## src/hdl/pt_walk_pkg.sv

```systemverilog
// Page table walker package with table geometry, entry field positions and shared structs
`default_nettype none

package pt_walk_pkg;

    // ========================================
    // Table geometry
    // ========================================

    // Each level of the tree indexes 512 entries
    localparam int PT_IDX_WIDTH     = 9;
    localparam int PT_LEVELS        = 4;
    localparam int PT_DEPTH_WIDTH   = 2;

    // 48-bit VA and 40-bit PA with 4 KB pages
    localparam int VA_PAGE_WIDTH    = 36;
    localparam int PA_PAGE_WIDTH    = 28;
    localparam int PAGE_OFFSET_BITS = 12;

    // One 64-bit entry per bus word
    localparam int PTE_WIDTH        = 64;
    // Entry address is the table page followed by the level index
    localparam int WB_ADR_WIDTH     = PA_PAGE_WIDTH + PT_IDX_WIDTH;

    // Terminal entry at this depth maps a 2 MB page
    localparam int BIG_PAGE_DEPTH   = 2;

    // ========================================
    // Entry field positions
    // ========================================

    // Low status bits of an entry
    localparam int PTE_TERMINAL_BIT = 0;
    localparam int PTE_ERROR_BIT    = 1;

    typedef struct packed {
        logic error;
        logic terminal;
    } pte_status_t;

    // Decoded entry
    // Page field sits just above the page offset
    typedef struct packed {
        logic [PA_PAGE_WIDTH-1:0] page;
        pte_status_t              status;
    } pte_t;

    // ========================================
    // Interface structs
    // ========================================

    typedef struct packed {
        logic                     enable;
        logic [PA_PAGE_WIDTH-1:0] root;
    } pt_cfg_t;

    typedef struct packed {
        logic [VA_PAGE_WIDTH-1:0] va_page;
    } walk_req_t;

    typedef struct packed {
        logic [VA_PAGE_WIDTH-1:0] va_page;
        logic [PA_PAGE_WIDTH-1:0] pa_page;
        logic                     big_page;
    } tlb_fill_t;

    // Wishbone classic, read only
    typedef struct packed {
        logic                    cyc;
        logic                    stb;
        logic [WB_ADR_WIDTH-1:0] adr;
    } wb_master_t;

    typedef struct packed {
        logic                 ack;
        logic [PTE_WIDTH-1:0] dat;
    } wb_slave_t;

endpackage

`default_nettype wire

```

## src/hdl/pt_walk_ctrl.sv

```systemverilog
// Page walk FSM with depth tracking, index shifting, entry address and fill generation
`timescale 1ns/100ps
`default_nettype none

module pt_walk_ctrl
(
    input  wire logic                                   clk,
    input  wire logic                                   reset,

    // Configuration gate
    input  wire pt_walk_pkg::pt_cfg_t                   cfg,

    // Walk requests
    input  wire pt_walk_pkg::walk_req_t                 req,
    input  wire logic                                   req_valid,
    output logic                                        req_ready,

    // Walk results
    output pt_walk_pkg::tlb_fill_t                      fill,
    output logic                                        fill_valid,
    input  wire logic                                   fill_ready,
    output logic                                        not_present,

    // Entry reads
    output logic                                        rd_start,
    output logic [pt_walk_pkg::WB_ADR_WIDTH-1:0]        rd_adr,
    input  wire logic                                   rsp_valid,
    input  wire pt_walk_pkg::pte_t                      rsp_pte
);

    // ========================================
    // Local types and constants
    // ========================================

    typedef logic [pt_walk_pkg::PT_IDX_WIDTH-1:0] idx_t;
    // Element [PT_LEVELS-1] is the index of the current level
    typedef idx_t [pt_walk_pkg::PT_LEVELS-1:0] idx_vec_t;
    typedef logic [pt_walk_pkg::PT_DEPTH_WIDTH-1:0] depth_t;

    localparam depth_t LAST_DEPTH = depth_t'(pt_walk_pkg::PT_LEVELS - 1);
    localparam depth_t BIG_DEPTH  = depth_t'(pt_walk_pkg::BIG_PAGE_DEPTH);

    typedef enum logic [1:0] {
        ST_IDLE,
        ST_WALK,
        ST_FILL,
        ST_FAULT
    } state_t;

    state_t state;
    logic   enabled;
    logic   req_accept;

    // Walk context
    logic [pt_walk_pkg::VA_PAGE_WIDTH-1:0] va_page;
    logic [pt_walk_pkg::PA_PAGE_WIDTH-1:0] cur_page;
    idx_vec_t                              idx_vec;
    depth_t                                depth;

    // Response classification
    logic rsp_term;
    logic rsp_error;
    logic term_too_high;
    logic table_too_deep;
    logic walk_fault;

    // ========================================
    // Request side
    // ========================================

    // Only one walk at a time
    assign req_ready  = enabled && (state == ST_IDLE);
    assign req_accept = req_ready && req_valid;

    // ========================================
    // Entry evaluation
    // ========================================

    assign rsp_term  = rsp_pte.status.terminal;
    assign rsp_error = rsp_pte.status.error;

    // Terminal above the 2 MB level is malformed
    assign term_too_high = rsp_term && (depth < BIG_DEPTH);

    // Pointer at the leaf level has nowhere to go
    assign table_too_deep = !rsp_term && (depth == LAST_DEPTH);

    // Missing entries read as all ones, so the error bit covers them too
    assign walk_fault = rsp_error || term_too_high || table_too_deep;

    // ========================================
    // Control FSM
    // ========================================

    always_ff @(posedge clk)
    begin
        if (reset)
        begin
            state    <= ST_IDLE;
            enabled  <= 1'b0;
            rd_start <= 1'b0;
        end
        else
        begin
            enabled  <= cfg.enable;
            rd_start <= 1'b0;

            case (state)
                ST_IDLE:
                begin
                    // First read goes out right after acceptance
                    if (req_accept)
                    begin
                        state    <= ST_WALK;
                        rd_start <= 1'b1;
                    end
                end

                ST_WALK:
                begin
                    if (rsp_valid)
                    begin
                        if (walk_fault)
                        begin
                            state <= ST_FAULT;
                        end
                        else if (rsp_term)
                        begin
                            state <= ST_FILL;
                        end
                        else
                        begin
                            // Descend one level
                            rd_start <= 1'b1;
                        end
                    end
                end

                ST_FILL:
                begin
                    // Hold the fill until the TLB takes it
                    if (fill_ready)
                    begin
                        state <= ST_IDLE;
                    end
                end

                default:
                begin
                    // Single not-present cycle then back to idle
                    state <= ST_IDLE;
                end
            endcase
        end
    end

    // ========================================
    // Walk datapath
    // ========================================

    always_ff @(posedge clk)
    begin
        if (req_accept)
        begin
            // Start at the root with the top index in front
            va_page  <= req.va_page;
            idx_vec  <= req.va_page;
            depth    <= '0;
            cur_page <= cfg.root;
        end
        else if ((state == ST_WALK) && rsp_valid)
        begin
            // Next table page, or the translated page on a terminal entry
            cur_page <= rsp_pte.page;
            idx_vec  <= {idx_vec[pt_walk_pkg::PT_LEVELS-2:0], idx_t'(0)};

            // Depth stays put on a terminal so it still selects the page size
            if (!rsp_term)
            begin
                depth <= depth + depth_t'(1);
            end
        end
    end

    // Entry address within the current table page
    assign rd_adr = {cur_page, idx_vec[pt_walk_pkg::PT_LEVELS-1]};

    // ========================================
    // Results
    // ========================================

    assign fill_valid  = (state == ST_FILL);
    assign not_present = (state == ST_FAULT);

    always_comb
    begin
        fill.va_page  = va_page;
        fill.pa_page  = cur_page;
        // 2 MB when the walk stopped one level early
        fill.big_page = (depth == BIG_DEPTH);
    end

endmodule

`default_nettype wire

```

## src/hdl/pt_walk_top.sv

```systemverilog
// Page table walker top level joining the walk FSM and the Wishbone reader
`timescale 1ns/100ps
`default_nettype none

module pt_walk_top
(
    input  wire logic                       clk,
    input  wire logic                       reset,

    // Enable and table root
    input  wire pt_walk_pkg::pt_cfg_t       cfg,

    // Translation requests
    input  wire pt_walk_pkg::walk_req_t     req,
    input  wire logic                       req_valid,
    output logic                            req_ready,

    // Translation fills and failures
    output pt_walk_pkg::tlb_fill_t          fill,
    output logic                            fill_valid,
    input  wire logic                       fill_ready,
    output logic                            not_present,

    // Host memory bus
    output pt_walk_pkg::wb_master_t         wb_m,
    input  wire pt_walk_pkg::wb_slave_t     wb_s
);

    // ========================================
    // FSM to reader handshake
    // ========================================

    logic                                  rd_start;
    logic [pt_walk_pkg::WB_ADR_WIDTH-1:0]  rd_adr;
    logic                                  rsp_valid;
    pt_walk_pkg::pte_t                     rsp_pte;

    // Walk sequencing and result generation
    pt_walk_ctrl pt_walk_ctrl_i
    (
        .clk         (clk),
        .reset       (reset),
        .cfg         (cfg),
        .req         (req),
        .req_valid   (req_valid),
        .req_ready   (req_ready),
        .fill        (fill),
        .fill_valid  (fill_valid),
        .fill_ready  (fill_ready),
        .not_present (not_present),
        .rd_start    (rd_start),
        .rd_adr      (rd_adr),
        .rsp_valid   (rsp_valid),
        .rsp_pte     (rsp_pte)
    );

    // One entry read at a time
    pt_wb_reader pt_wb_reader_i
    (
        .clk       (clk),
        .reset     (reset),
        .rd_start  (rd_start),
        .rd_adr    (rd_adr),
        .wb_m      (wb_m),
        .wb_s      (wb_s),
        .rsp_valid (rsp_valid),
        .rsp_pte   (rsp_pte)
    );

endmodule

`default_nettype wire

```

## src/hdl/pt_wb_reader.sv

```systemverilog
// Wishbone classic read master with registered, decoded entry response
`timescale 1ns/100ps
`default_nettype none

module pt_wb_reader
(
    input  wire logic                               clk,
    input  wire logic                               reset,

    // Read request from the walk FSM
    input  wire logic                               rd_start,
    input  wire logic [pt_walk_pkg::WB_ADR_WIDTH-1:0] rd_adr,

    // Wishbone bus
    output pt_walk_pkg::wb_master_t                 wb_m,
    input  wire pt_walk_pkg::wb_slave_t             wb_s,

    // Decoded response
    output logic                                    rsp_valid,
    output pt_walk_pkg::pte_t                       rsp_pte
);

    typedef enum logic {
        RD_IDLE,
        RD_BUSY
    } rd_state_t;

    rd_state_t                             rd_state;
    logic [pt_walk_pkg::WB_ADR_WIDTH-1:0]  adr_q;

    // Pull page field and status bits out of a raw entry
    function automatic pt_walk_pkg::pte_t pte_decode(
        input logic [pt_walk_pkg::PTE_WIDTH-1:0] w
    );
        pt_walk_pkg::pte_t p;
        p.page            = w[pt_walk_pkg::PAGE_OFFSET_BITS +: pt_walk_pkg::PA_PAGE_WIDTH];
        p.status.error    = w[pt_walk_pkg::PTE_ERROR_BIT];
        p.status.terminal = w[pt_walk_pkg::PTE_TERMINAL_BIT];
        return p;
    endfunction

    // ========================================
    // Bus cycle FSM
    // ========================================

    always_ff @(posedge clk)
    begin
        if (reset)
        begin
            rd_state  <= RD_IDLE;
            rsp_valid <= 1'b0;
        end
        else
        begin
            rsp_valid <= 1'b0;
            case (rd_state)
                RD_IDLE:
                begin
                    if (rd_start)
                    begin
                        rd_state <= RD_BUSY;
                    end
                end
                default:
                begin
                    // Drop the strobe right after ack
                    if (wb_s.ack)
                    begin
                        rd_state  <= RD_IDLE;
                        rsp_valid <= 1'b1;
                    end
                end
            endcase
        end
    end

    // Address and response payload
    always_ff @(posedge clk)
    begin
        if ((rd_state == RD_IDLE) && rd_start)
        begin
            adr_q <= rd_adr;
        end
        if ((rd_state == RD_BUSY) && wb_s.ack)
        begin
            rsp_pte <= pte_decode(wb_s.dat);
        end
    end

    // Address held stable for the whole cycle
    always_comb
    begin
        wb_m.cyc = (rd_state == RD_BUSY);
        wb_m.stb = (rd_state == RD_BUSY);
        wb_m.adr = adr_q;
    end

endmodule

`default_nettype wire

```

## config.mk

```make
export PLATFORM = sky130hd
export DESIGN_NAME = pt_walk_top
export DESIGN_NICKNAME = d
export VERILOG_FILES = /design/src/hdl/pt_walk_pkg.sv /design/src/hdl/pt_walk_ctrl.sv /design/src/hdl/pt_walk_top.sv /design/src/hdl/pt_wb_reader.sv
export SDC_FILE = /design/constraint.sdc
export NUM_CORES = 1
export LEC_CHECK = 0
export ABC_AREA = 1
export BUFFER_PORTS_ARGS = -buffer_cell sky130_fd_sc_hd__buf_2
export CAP_MARGIN = 20
export CELL_PAD_IN_SITES_DETAIL_PLACEMENT = 0
export CELL_PAD_IN_SITES_GLOBAL_PLACEMENT = 1
export CORE_MARGIN = 4
export CORE_UTILIZATION = 38
export DETAILED_ROUTE_END_ITERATION = 7
export PLACE_DENSITY = 0.88
export SYNTH_ARGS = -nofsm -noshare
export SYNTH_HDL_FRONTEND = slang
export SYNTH_HIERARCHICAL = 1
export SYNTH_SLANG_ARGS = --single-unit
```

## constraint.sdc

```tcl
create_clock -name clk -period 7.2 [get_ports clk]
set_input_delay 0.72 -clock clk [delete_from_list [all_inputs] [get_ports clk]]
set_output_delay 0.72 -clock clk [all_outputs]
set_load 0.05 [all_outputs]
```

# ---- Yosys cells after proc, flatten, opt, wreduce, memory -nomap -nowiden
# Cells that the tools add are included.
dict set report word_totals {
  wordCells 63
  output_inout_bits 107
  reg_bits 175
  in_bits 134
}
dict set report op_classes {
  order_cmp 1
  mux 19
  n_bitwise 2
  n_reduce_logical 15
  eq_ne 9
  add_sub_neg 1
}
# cell n
set op_table {}
lappend op_table {{two-way mux 36 bit} 2}
lappend op_table {{two-way mux 28 bit} 2}
lappend op_table {{two-way mux 2 bit} 5}
lappend op_table {{equality test 2 bit (second input constant)} 4}
lappend op_table {{two-way mux 1 bit} 8}
lappend op_table {{logical AND 1 bit} 7}
lappend op_table {{inequality test 2 x 1 -> 1 bit (second input constant)} 3}
lappend op_table {{one-hot mux 2 bit (3 select lines)} 1}
lappend op_table {{AND reduction 4 bit} 1}
lappend op_table {{inequality test 3 x 1 -> 1 bit (second input constant)} 1}
lappend op_table {{adder 2 x 1 -> 2 bit (second input constant)} 1}
lappend op_table {{equality test 2 x 1 -> 1 bit (second input constant)} 1}
lappend op_table {{zero test 2 bit} 1}
lappend op_table {{logical OR 1 bit} 2}
lappend op_table {{less-than comparator 2 bit (second input constant)} 1}
lappend op_table {{NOT 1 bit} 2}
lappend op_table {{one-hot mux 1 bit (2 select lines)} 1}
lappend op_table {{AND reduction 2 bit} 1}
lappend op_table {{nonzero test 2 bit} 1}
lappend op_table {{OR reduction 2 bit} 1}
lappend op_table {{zero test 1 bit} 1}

# ---- Longest topological paths before layout
# Gate-level depths: netlist (run 1).
dict set report logic_depth {
  word_depth 7
  ltp_mapped 7
  mapped_depth_nobuf 6
}

# ---- By module
# The synthesis (run 1) kept the hierarchy.
# module cells_per_inst seq_area_each_um2 n_inst area_per_inst_um2
set by_module_without_submodules {}
lappend by_module_without_submodules {pt_walk_ctrl 384 3123.0 1 4408.0}
lappend by_module_without_submodules {pt_wb_reader 80 2052.0 1 2105.8}

# ---- Worst setup path after synthesis (run 1)
# OpenSTA, ideal clock, no wires.
dict set report synth_path {
  path_kind {flip-flop to flip-flop}
  from {reg pt_walk_ctrl_i.state[1]}
  to {reg pt_walk_ctrl_i/cur_page[0] (netlist name), enable pin}
  path_buffers 0
  slack_ns 1.563
  stages_incl_launch_ff 4
  period_less_slack_ns 5.637
  t_arrival_ns 5.060
  cell_sequence {dfxtp_1 > inv_1 > nand2_1 > o21ai_0}
}
dict set report synth_via {
  elab_chain_len 4
}
# element line
set synth_lines {}
lappend synth_lines {{start: declaration} pt_walk_ctrl.sv:50} ;# state_t state;
lappend synth_lines {{start signal: assignment} pt_walk_ctrl.sv:99} ;# state <= ST_IDLE;
lappend synth_lines {{start signal: assignment} pt_walk_ctrl.sv:114} ;# state <= ST_WALK;
lappend synth_lines {{start signal: assignment} pt_walk_ctrl.sv:125} ;# state <= ST_FAULT;
lappend synth_lines {{zero test 2 bit} pt_walk_ctrl.sv:72} ;# assign req_ready = enabled && (state == ST_IDLE);
lappend synth_lines {{logical AND 1 bit} pt_walk_ctrl.sv:72}
lappend synth_lines {{logical AND 1 bit} pt_walk_ctrl.sv:73} ;# assign req_accept = req_ready && req_valid;
lappend synth_lines {{nonzero test 2 bit (no line) (*)} --}
lappend synth_lines {{end signal: assignment} pt_walk_ctrl.sv:169} ;# cur_page <= cfg.root;
lappend synth_lines {{end signal: assignment} pt_walk_ctrl.sv:174} ;# cur_page <= rsp_pte.page;
lappend synth_lines {{end: declaration} pt_walk_ctrl.sv:56} ;# logic [pt_walk_pkg::PA_PAGE_WIDTH-1:0] cur_page;
# Mark *: on every way between the ends. The rest lies on a longest branch, timed or not.
# A chain may end at the register's enable or synchronous reset.

# ---- Worst setup path in the final report (run 1)
dict set report layout_path {
  from {reg pt_walk_ctrl_i.state[0]}
  to {reg pt_walk_ctrl_i/cur_page[15] (netlist name), data pin}
}
dict set report layout_via {
  elab_chain_len 4
}
# element line
set layout_lines {}
lappend layout_lines {{zero test 2 bit} pt_walk_ctrl.sv:72}
lappend layout_lines {{logical AND 1 bit} pt_walk_ctrl.sv:72}
lappend layout_lines {{logical AND 1 bit} pt_walk_ctrl.sv:73}
lappend layout_lines {{two-way mux 28 bit} pt_walk_ctrl.sv:163} ;# if (req_accept)
# Every way passes these cells.

==> impl_metrics.yaml, run 1 <==
placement:
  dpl_cell_area_um2: 7473
  place_hpwl_mm: 8.912
  gp_congestion: 0.7595
  port_buffers: 206
min_path:
  hp-class: "flip-flop to flip-flop"
detailed_routing:
  vias: 3721
  antenna_left: 0
  drt_pre_antenna_iters: 4
  initialDrtViolationCount: 222
  wirelength_mm: 12.87
  wl_per_cell_um: 14.71
  drc: 0
  via_per_inst: 4.253
die:
  io_pins: 241
  core_um2: 16700
  start_util_pct: 39.00
  die_w_um: 138.9
  dieArea_um2: 19300
  die_h_um: 138.9
  rows: 47
yosys:
  yosysWarnings: 6
  synth.avg_cell_area_um2: 14.04
  synthArstFlopShare_pct: 0
  synth_commonest_cells: "176 x nand2_1, 167 x edfxtp_1, 41 x buf_4, 25 x inv_1, 15 x nor2_1"
  synth_edf_count: 167
  synth_fp_nets: 600
  synthTopCellsByArea: "edfxtp_1 77%, nand2_1 10%, buf_4 4.7%"
  yosys_register_bits: 175
  synth_area_um2: 6514
  ys_seq_area_share_pct: 79.45
  synth.most_common_cell: "nand2_1"
  syn_inst: 464
  synth-main-ff-cell: "edfxtp_1"
  synth_top_cell_area_share_pct: 76.99
  synthDistinctLibCells: 19
  synth_top_cell_by_area: "edfxtp_1"
timing:
  worst_slew_margin_rel_pct: 45.76
  worst_pin_slew_ns: 0.8136
  fin_tns_setup_ns: 0
  fin_crit_sh_pct: 37.27
  max_freq_ghz: 0.3727
  fin_crit_ns: 2.683
  whs_ns: 0.4205
  rsz0062_at_grt: "no"
  finalHoldViolCount: 0
  finClkSkew_ns: 0.006665
  finalMaxSlewViolations: 0
  setup_viol: 0
clock_network:
  post_cts_buffers: 0
  cts.sink_count: 175
  ctsHoldBuffers: 0
  clk_latency_ns: 0.42
  numCtsBuffers: 17
  cts_tree: "built"
  clockBufferDepth: 2
  cts_resized: 0
  htreeDepth: 4
  cts-root-buf: "clkbuf_16"
  path_clk_slew_ns: 0.06
layout:
  regArea_um2: 5175
  drive_above_1_share_pct: 37.31
  final_area_um2: 8145
  fillers: 1511
  multiInputGateArea_um2: 863.3
  nets: 778
  final_core_util_pct: 48.77
  area_delta_synth_final_pct: 25.05
critical_path:
  crit_slowest_cell: "buf_4"
  crit_path_end_kind: "flip-flop"
  critical_path.max_fanout: 74
  cp.arrival_ns: 2.85
  critical_path_class: "flip-flop to flip-flop"
  crit_chain: "nor2_2 -> nand3_2 -> buf_4 -> clkinv_2 -> buf_4 -> nand2_1 -> nand2_1"
  startpoint_type: "flip-flop"
  cpPeakStageDelay_ns: 0.59
  required_ns: 7.36
global_route:
  grt-ovfl-total: 0
  grt_pass1_vias: 3823
  gr-usage-all-layers_pct: 13.78
  grt_max_degree: 75
  grt_pass1_wl_mm: 20.44
  antenna_found_initial: 0
pwr:
  peakVddDrop_uv: 155.1
  finalPower_mw: 2.273
  power.density_nw_per_um2: 279.1
  leakage_nw: 3.455
run:
  drv_cap: 0
outcome:
  status: "complete, no violations"
==> metal layers <==
layer	GRT usage [%]	wire [µm]	up-vias
met2	23.27	6511	122
li1	-	-	1874
met5	0	0	-
met1	16.03	5242	1700
met3	4.414	755	25
met4	6.437	363	0
==> cell type report <==
type / instances / area share, %
Clock inverter: 12 / 2.657
Tap cell: 220 / 3.379
Timing Repair Buffer: 211 / 13.27
Clock buffer: 19 / 5.315
Inverter: 26 / 1.214
Multi-Input combinational cell: 211 / 10.60
Sequential cell: 175 / 63.53
Antenna cell: 1 / 0.03072
==> power by group <==
part,switching [mW],internal [mW],leakage [nW]
clock network,0.362,0.646,0.310
registers,0.00604,1.14,1.60
logic,0.0872,0.0361,1.55
total,0.455,1.82,3.46
==> stage by stage <==
stage / cells / setup slack [ns]
after detailed placement: 842 / 4.110
after CTS: 873 / 4.432
after global routing: 874 / 4.184
after floorplan: 464 / 1.563
final: 875 / 4.517
after global placement: 842 / 4.124
==> worst max-delay path: cells and delay by family, from the launching register on <==
family,cells,cell delay [ns]
AND/OR/NAND/NOR,4,0.36
flip-flops,1,0.44
buffers and inverters,3,1.57
==> cell families (layout without fill, tap and decap cells) <==
logic type / count (synthesis) / in the layout / share of synthesized area, %
simple gates: 200 / 200 / 11.89
fa+ha+maj: 2 / 2 / 0.3841
other cells: 0 / 1 / 0
compound gates: 9 / 9 / 0.6915
flops: 175 / 175 / 79.45
buf+inv: 78 / 268 / 7.587
==> cell usage in the layout, fill, tap and decap left out, types with 3 or more instances in the layout <==
| cell type | instances |
|---|---|
| clkinv_1 | 3 |
| nor2_1 | 14 |
| buf_4 | 4 |
| dfxtp_1 | 8 |
| inv_1 | 25 |
| nand2_1 | 176 |
| bufinv_16 | 6 |
| buf_2 | 206 |
| a21oi_1 | 6 |
| clkbuf_16 | 17 |
| nand3_1 | 3 |
| edfxtp_1 | 167 |
==> state kept, by name, summed over array words and instances (netlist names) <==
signal and cells:
pt_wb_reader_i/adr_q 37, pt_walk_ctrl_i/va_page 36, pt_wb_reader_i/rsp_pte 30, pt_walk_ctrl_i/cur_page 28
pt_walk_ctrl_i/idx_vec 27, pt_walk_ctrl_i/rd_adr 9, pt_walk_ctrl_i/depth 2, pt_walk_ctrl_i/state 2
pt_walk_ctrl_i/enabled 1, pt_walk_ctrl_i/rd_start 1, pt_wb_reader_i/rd_state 1, pt_wb_reader_i/rsp_valid 1
==> worst paths after layout <==
kind	from	endpoint	slack (ns)	cells past startpoint
max	pt_walk_ctrl_i/state[0]	pt_walk_ctrl_i/cur_page[15]	4.52	7
min	pt_walk_ctrl_i/rd_adr[3]	pt_wb_reader_i/adr_q[3]	0.42	0
max reg2reg	pt_walk_ctrl_i/state[0]	pt_walk_ctrl_i/cur_page[15]	4.52	7
min reg2reg	pt_walk_ctrl_i/rd_adr[3]	pt_wb_reader_i/adr_q[3]	0.42	0
Power figures use the tool's default switching activity.
==> inputs of run 2 (changes only) <==
--- a/config.mk
+++ b/config.mk
@@ -11,9 +11,9 @@
 export CELL_PAD_IN_SITES_DETAIL_PLACEMENT = 0
 export CELL_PAD_IN_SITES_GLOBAL_PLACEMENT = 1
 export CORE_MARGIN = 4
-export CORE_UTILIZATION = 38
+export CORE_UTILIZATION = 35
 export DETAILED_ROUTE_END_ITERATION = 7
-export PLACE_DENSITY = 0.88
+export PLACE_DENSITY = 0.86
 export SYNTH_ARGS = -nofsm -noshare
 export SYNTH_HDL_FRONTEND = slang
 export SYNTH_HIERARCHICAL = 1
==> constraint.sdc (replaced) <==
create_clock -name clk -period 2.2 [get_ports clk]
set_input_delay 0.22 -clock clk [delete_from_list [all_inputs] [get_ports clk]]
set_output_delay 0.22 -clock clk [all_outputs]
set_load 0.05 [all_outputs]
==> run 2 against run 1 <==
  * Routed wire length up 8.3%
  * Clock skew up 0.0045 ns
  * Hold slack worse by 0.40 ns
  * Register-to-register slack worse by 3.9 ns
  * Via count up 8.1%
  * Critical endpoint is now pt_walk_ctrl_i/rd_adr[7]
  * Largest power group unchanged
  * Highest routed layer unchanged
==> impl_metrics.yaml, run 2 (synthesis results as in run 1) <==
critical_path:
  critical_path.max_fanout: 39
  crit_path_end_kind: "flip-flop"
  reg2reg_slack_ns: 0.59
  crit_slowest_cell: "buf_4"
  crit_chain: "nor2_2 -> nand3_2 -> o21ai_4 -> buf_4"
  r2r_cells: 4
  timing.rr.start: "pt_walk_ctrl_i/state[0]"
  cpPeakStageDelay_ns: 0.45
  required_ns: 2.25
  cp.arrival_ns: 1.66
  critical_path_class: "flip-flop to flip-flop"
  r2r-end: "pt_walk_ctrl_i/rd_adr[7]"
  startpoint_type: "flip-flop"
timing:
  finalMaxSlewViolations: 0
  fin_crit_ns: 1.606
  finClkSkew_ns: 0.01115
  fin_tns_setup_ns: 0
  rsz0062_at_grt: "no"
  worst_pin_slew_ns: 0.5106
  worst_slew_margin_rel_pct: 65.96
  max_freq_ghz: 0.6228
  setup_viol: 0
  fin_crit_sh_pct: 72.98
  finalHoldViolCount: 0
layout:
  regArea_um2: 5175
  multiInputGateArea_um2: 863.3
  final_common_cell: "buf_2"
  drive_above_1_share_pct: 34.07
  final_core_util_pct: 48.44
  max_flop_register: "pt_wb_reader_i/adr_q"
  nets: 848
  area_delta_synth_final_pct: 34.96
  largest_reg_flops: 37
  fillers: 1597
  num_antenna_cells: 0
  largestRegisters: "pt_wb_reader_i/adr_q x37, pt_walk_ctrl_i/va_page x36, pt_wb_reader_i/rsp_pte x30"
  layout_common_cells: "206 x buf_2, 176 x nand2_1, 167 x edfxtp_1, 67 x dlygate4sd3_1, 25 x inv_1"
pwr:
  p_sw_share_pct: 21.08
  p_clk_share_pct: 41.1
  leakage_nw: 3.720
  peakVddDrop_uv: 504.4
  p_int_mw: 5.689
  combPwrFrac_pct: 7.1
  power_switching_mw: 1.520
  power.density_nw_per_um2: 820.1
  seqPwrFrac_pct: 51.8
die:
  dieArea_um2: 20860
  io_pins: 241
  core_um2: 18150
  die_w_um: 144.4
  start_util_pct: 35.89
  die_h_um: 144.4
  rows: 49
detailed_routing:
  vias: 4022
  antenna_left: 0
  wl_per_cell_um: 14.61
  initialDrtViolationCount: 190
  drc: 0
  wirelength_mm: 13.94
  via_per_inst: 4.216
  drt_pre_antenna_iters: 4
clock_network:
  cts_resized: 0
  path_clk_slew_ns: 0.07
  cts.sink_count: 175
  clk_latency_ns: 0.42
  cts-root-buf: "clkbuf_16"
  clockBufferDepth: 2
  cts_tree: "built"
  numCtsBuffers: 17
  htreeDepth: 4
min_path:
  hp-class: "input pin to flip-flop"
  hold_start: "reset"
  whs_endpoint: "pt_wb_reader_i/rsp_valid"
  hold_depth: 2
global_route:
  grt-ovfl-total: 0
  grt_pass1_wl_mm: 20.81
  grt_pass1_vias: 4052
  grt_max_degree: 70
  antenna_found_initial: 0
  gr-usage-all-layers_pct: 13.17
outcome:
  status: "complete, no violations"
placement:
  gp_congestion: 0.7493
  place_hpwl_mm: 9.282
  port_buffers: 206
run:
  drv_cap: 0
run 2: changes by cell type in the layout (fill, tap and decap cells not counted):
cell	delta
buf_12	+1
buf_4	+2
bufinv_16	-3
clkbuf_1	+1
clkinv_2	+2
clkinvlp_4	+1
diode_2	-1
dlygate4sd3_1	+67
run 2: cell type report:
class                      instances  area share (%)
tap                              229           3.259
clock buffer                      20           4.967
inverter                          26           1.124
clock inverter                    12           1.637
sequential                       175           58.87
timing repair buffer             281           20.32
multi-input combinational        211           9.821
run 2: what timing repair did:
action	CTS	global route
endpoints found under the hold margin	67	0
hold buffers	67	0
buffers inserted	0	0
run 2: how the worst max path moves through the flow:
stage	depth (start not counted)	endpoint	from
global route	4	pt_walk_ctrl_i/rd_adr[7]	pt_walk_ctrl_i/state[0]
finish	4	pt_walk_ctrl_i/rd_adr[7]	pt_walk_ctrl_i/state[0]
detailed placement	4	pt_walk_ctrl_i/cur_page[2]	pt_walk_ctrl_i/state[0]
global placement	4	pt_walk_ctrl_i/cur_page[1]	pt_walk_ctrl_i/state[0]
CTS	4	pt_walk_ctrl_i/rd_adr[7]	pt_walk_ctrl_i/state[0]
floorplan	3	pt_walk_ctrl_i/cur_page[0]	pt_walk_ctrl_i/state[1]
run 2: power by group through the flow:
stage                     Clock [mW]  Combinational, mW  Sequential, mW
after global routing            3.20              0.555            3.74
after global placement             0              0.412            3.81
after detailed placement           0              0.418            3.81
after floorplan                    0              0.143            3.94
after CTS                       3.05              0.514            3.74
final                           2.96              0.510            3.74
run 2: worst max-delay path, delay by kind of cell (launching register included):
family          cells  cell delay, ns
buf+inv             1            0.45
compound gates      1            0.10
simple gates        2            0.30
flops               1            0.37
run 2: metal layers:
metal	routed length [µm]	GRT usage (%)	vias up
li1	-	-	2014
met1	5713	15.91	1849
met2	7194	21.90	134
met3	698	3.869	25
met4	333	5.891	0
met5	0	0	-
run 2: metrics by stage:
step                setup WS, ns  std cells  hold WS [ns]  instance area (µm²)  power [mW]
floorplan                 0.1684        464        0.2891                 6528       4.080
global placement          0.6295        855        0.3972                 7540       4.217
detailed placement        0.5791        855        0.3981                 7540       4.226
CTS                       0.5603        954      0.003380                 8791       7.295
global route              0.4719        954      0.005165                 8791       7.495
finish                    0.5944        954       0.02356                 8791       7.209
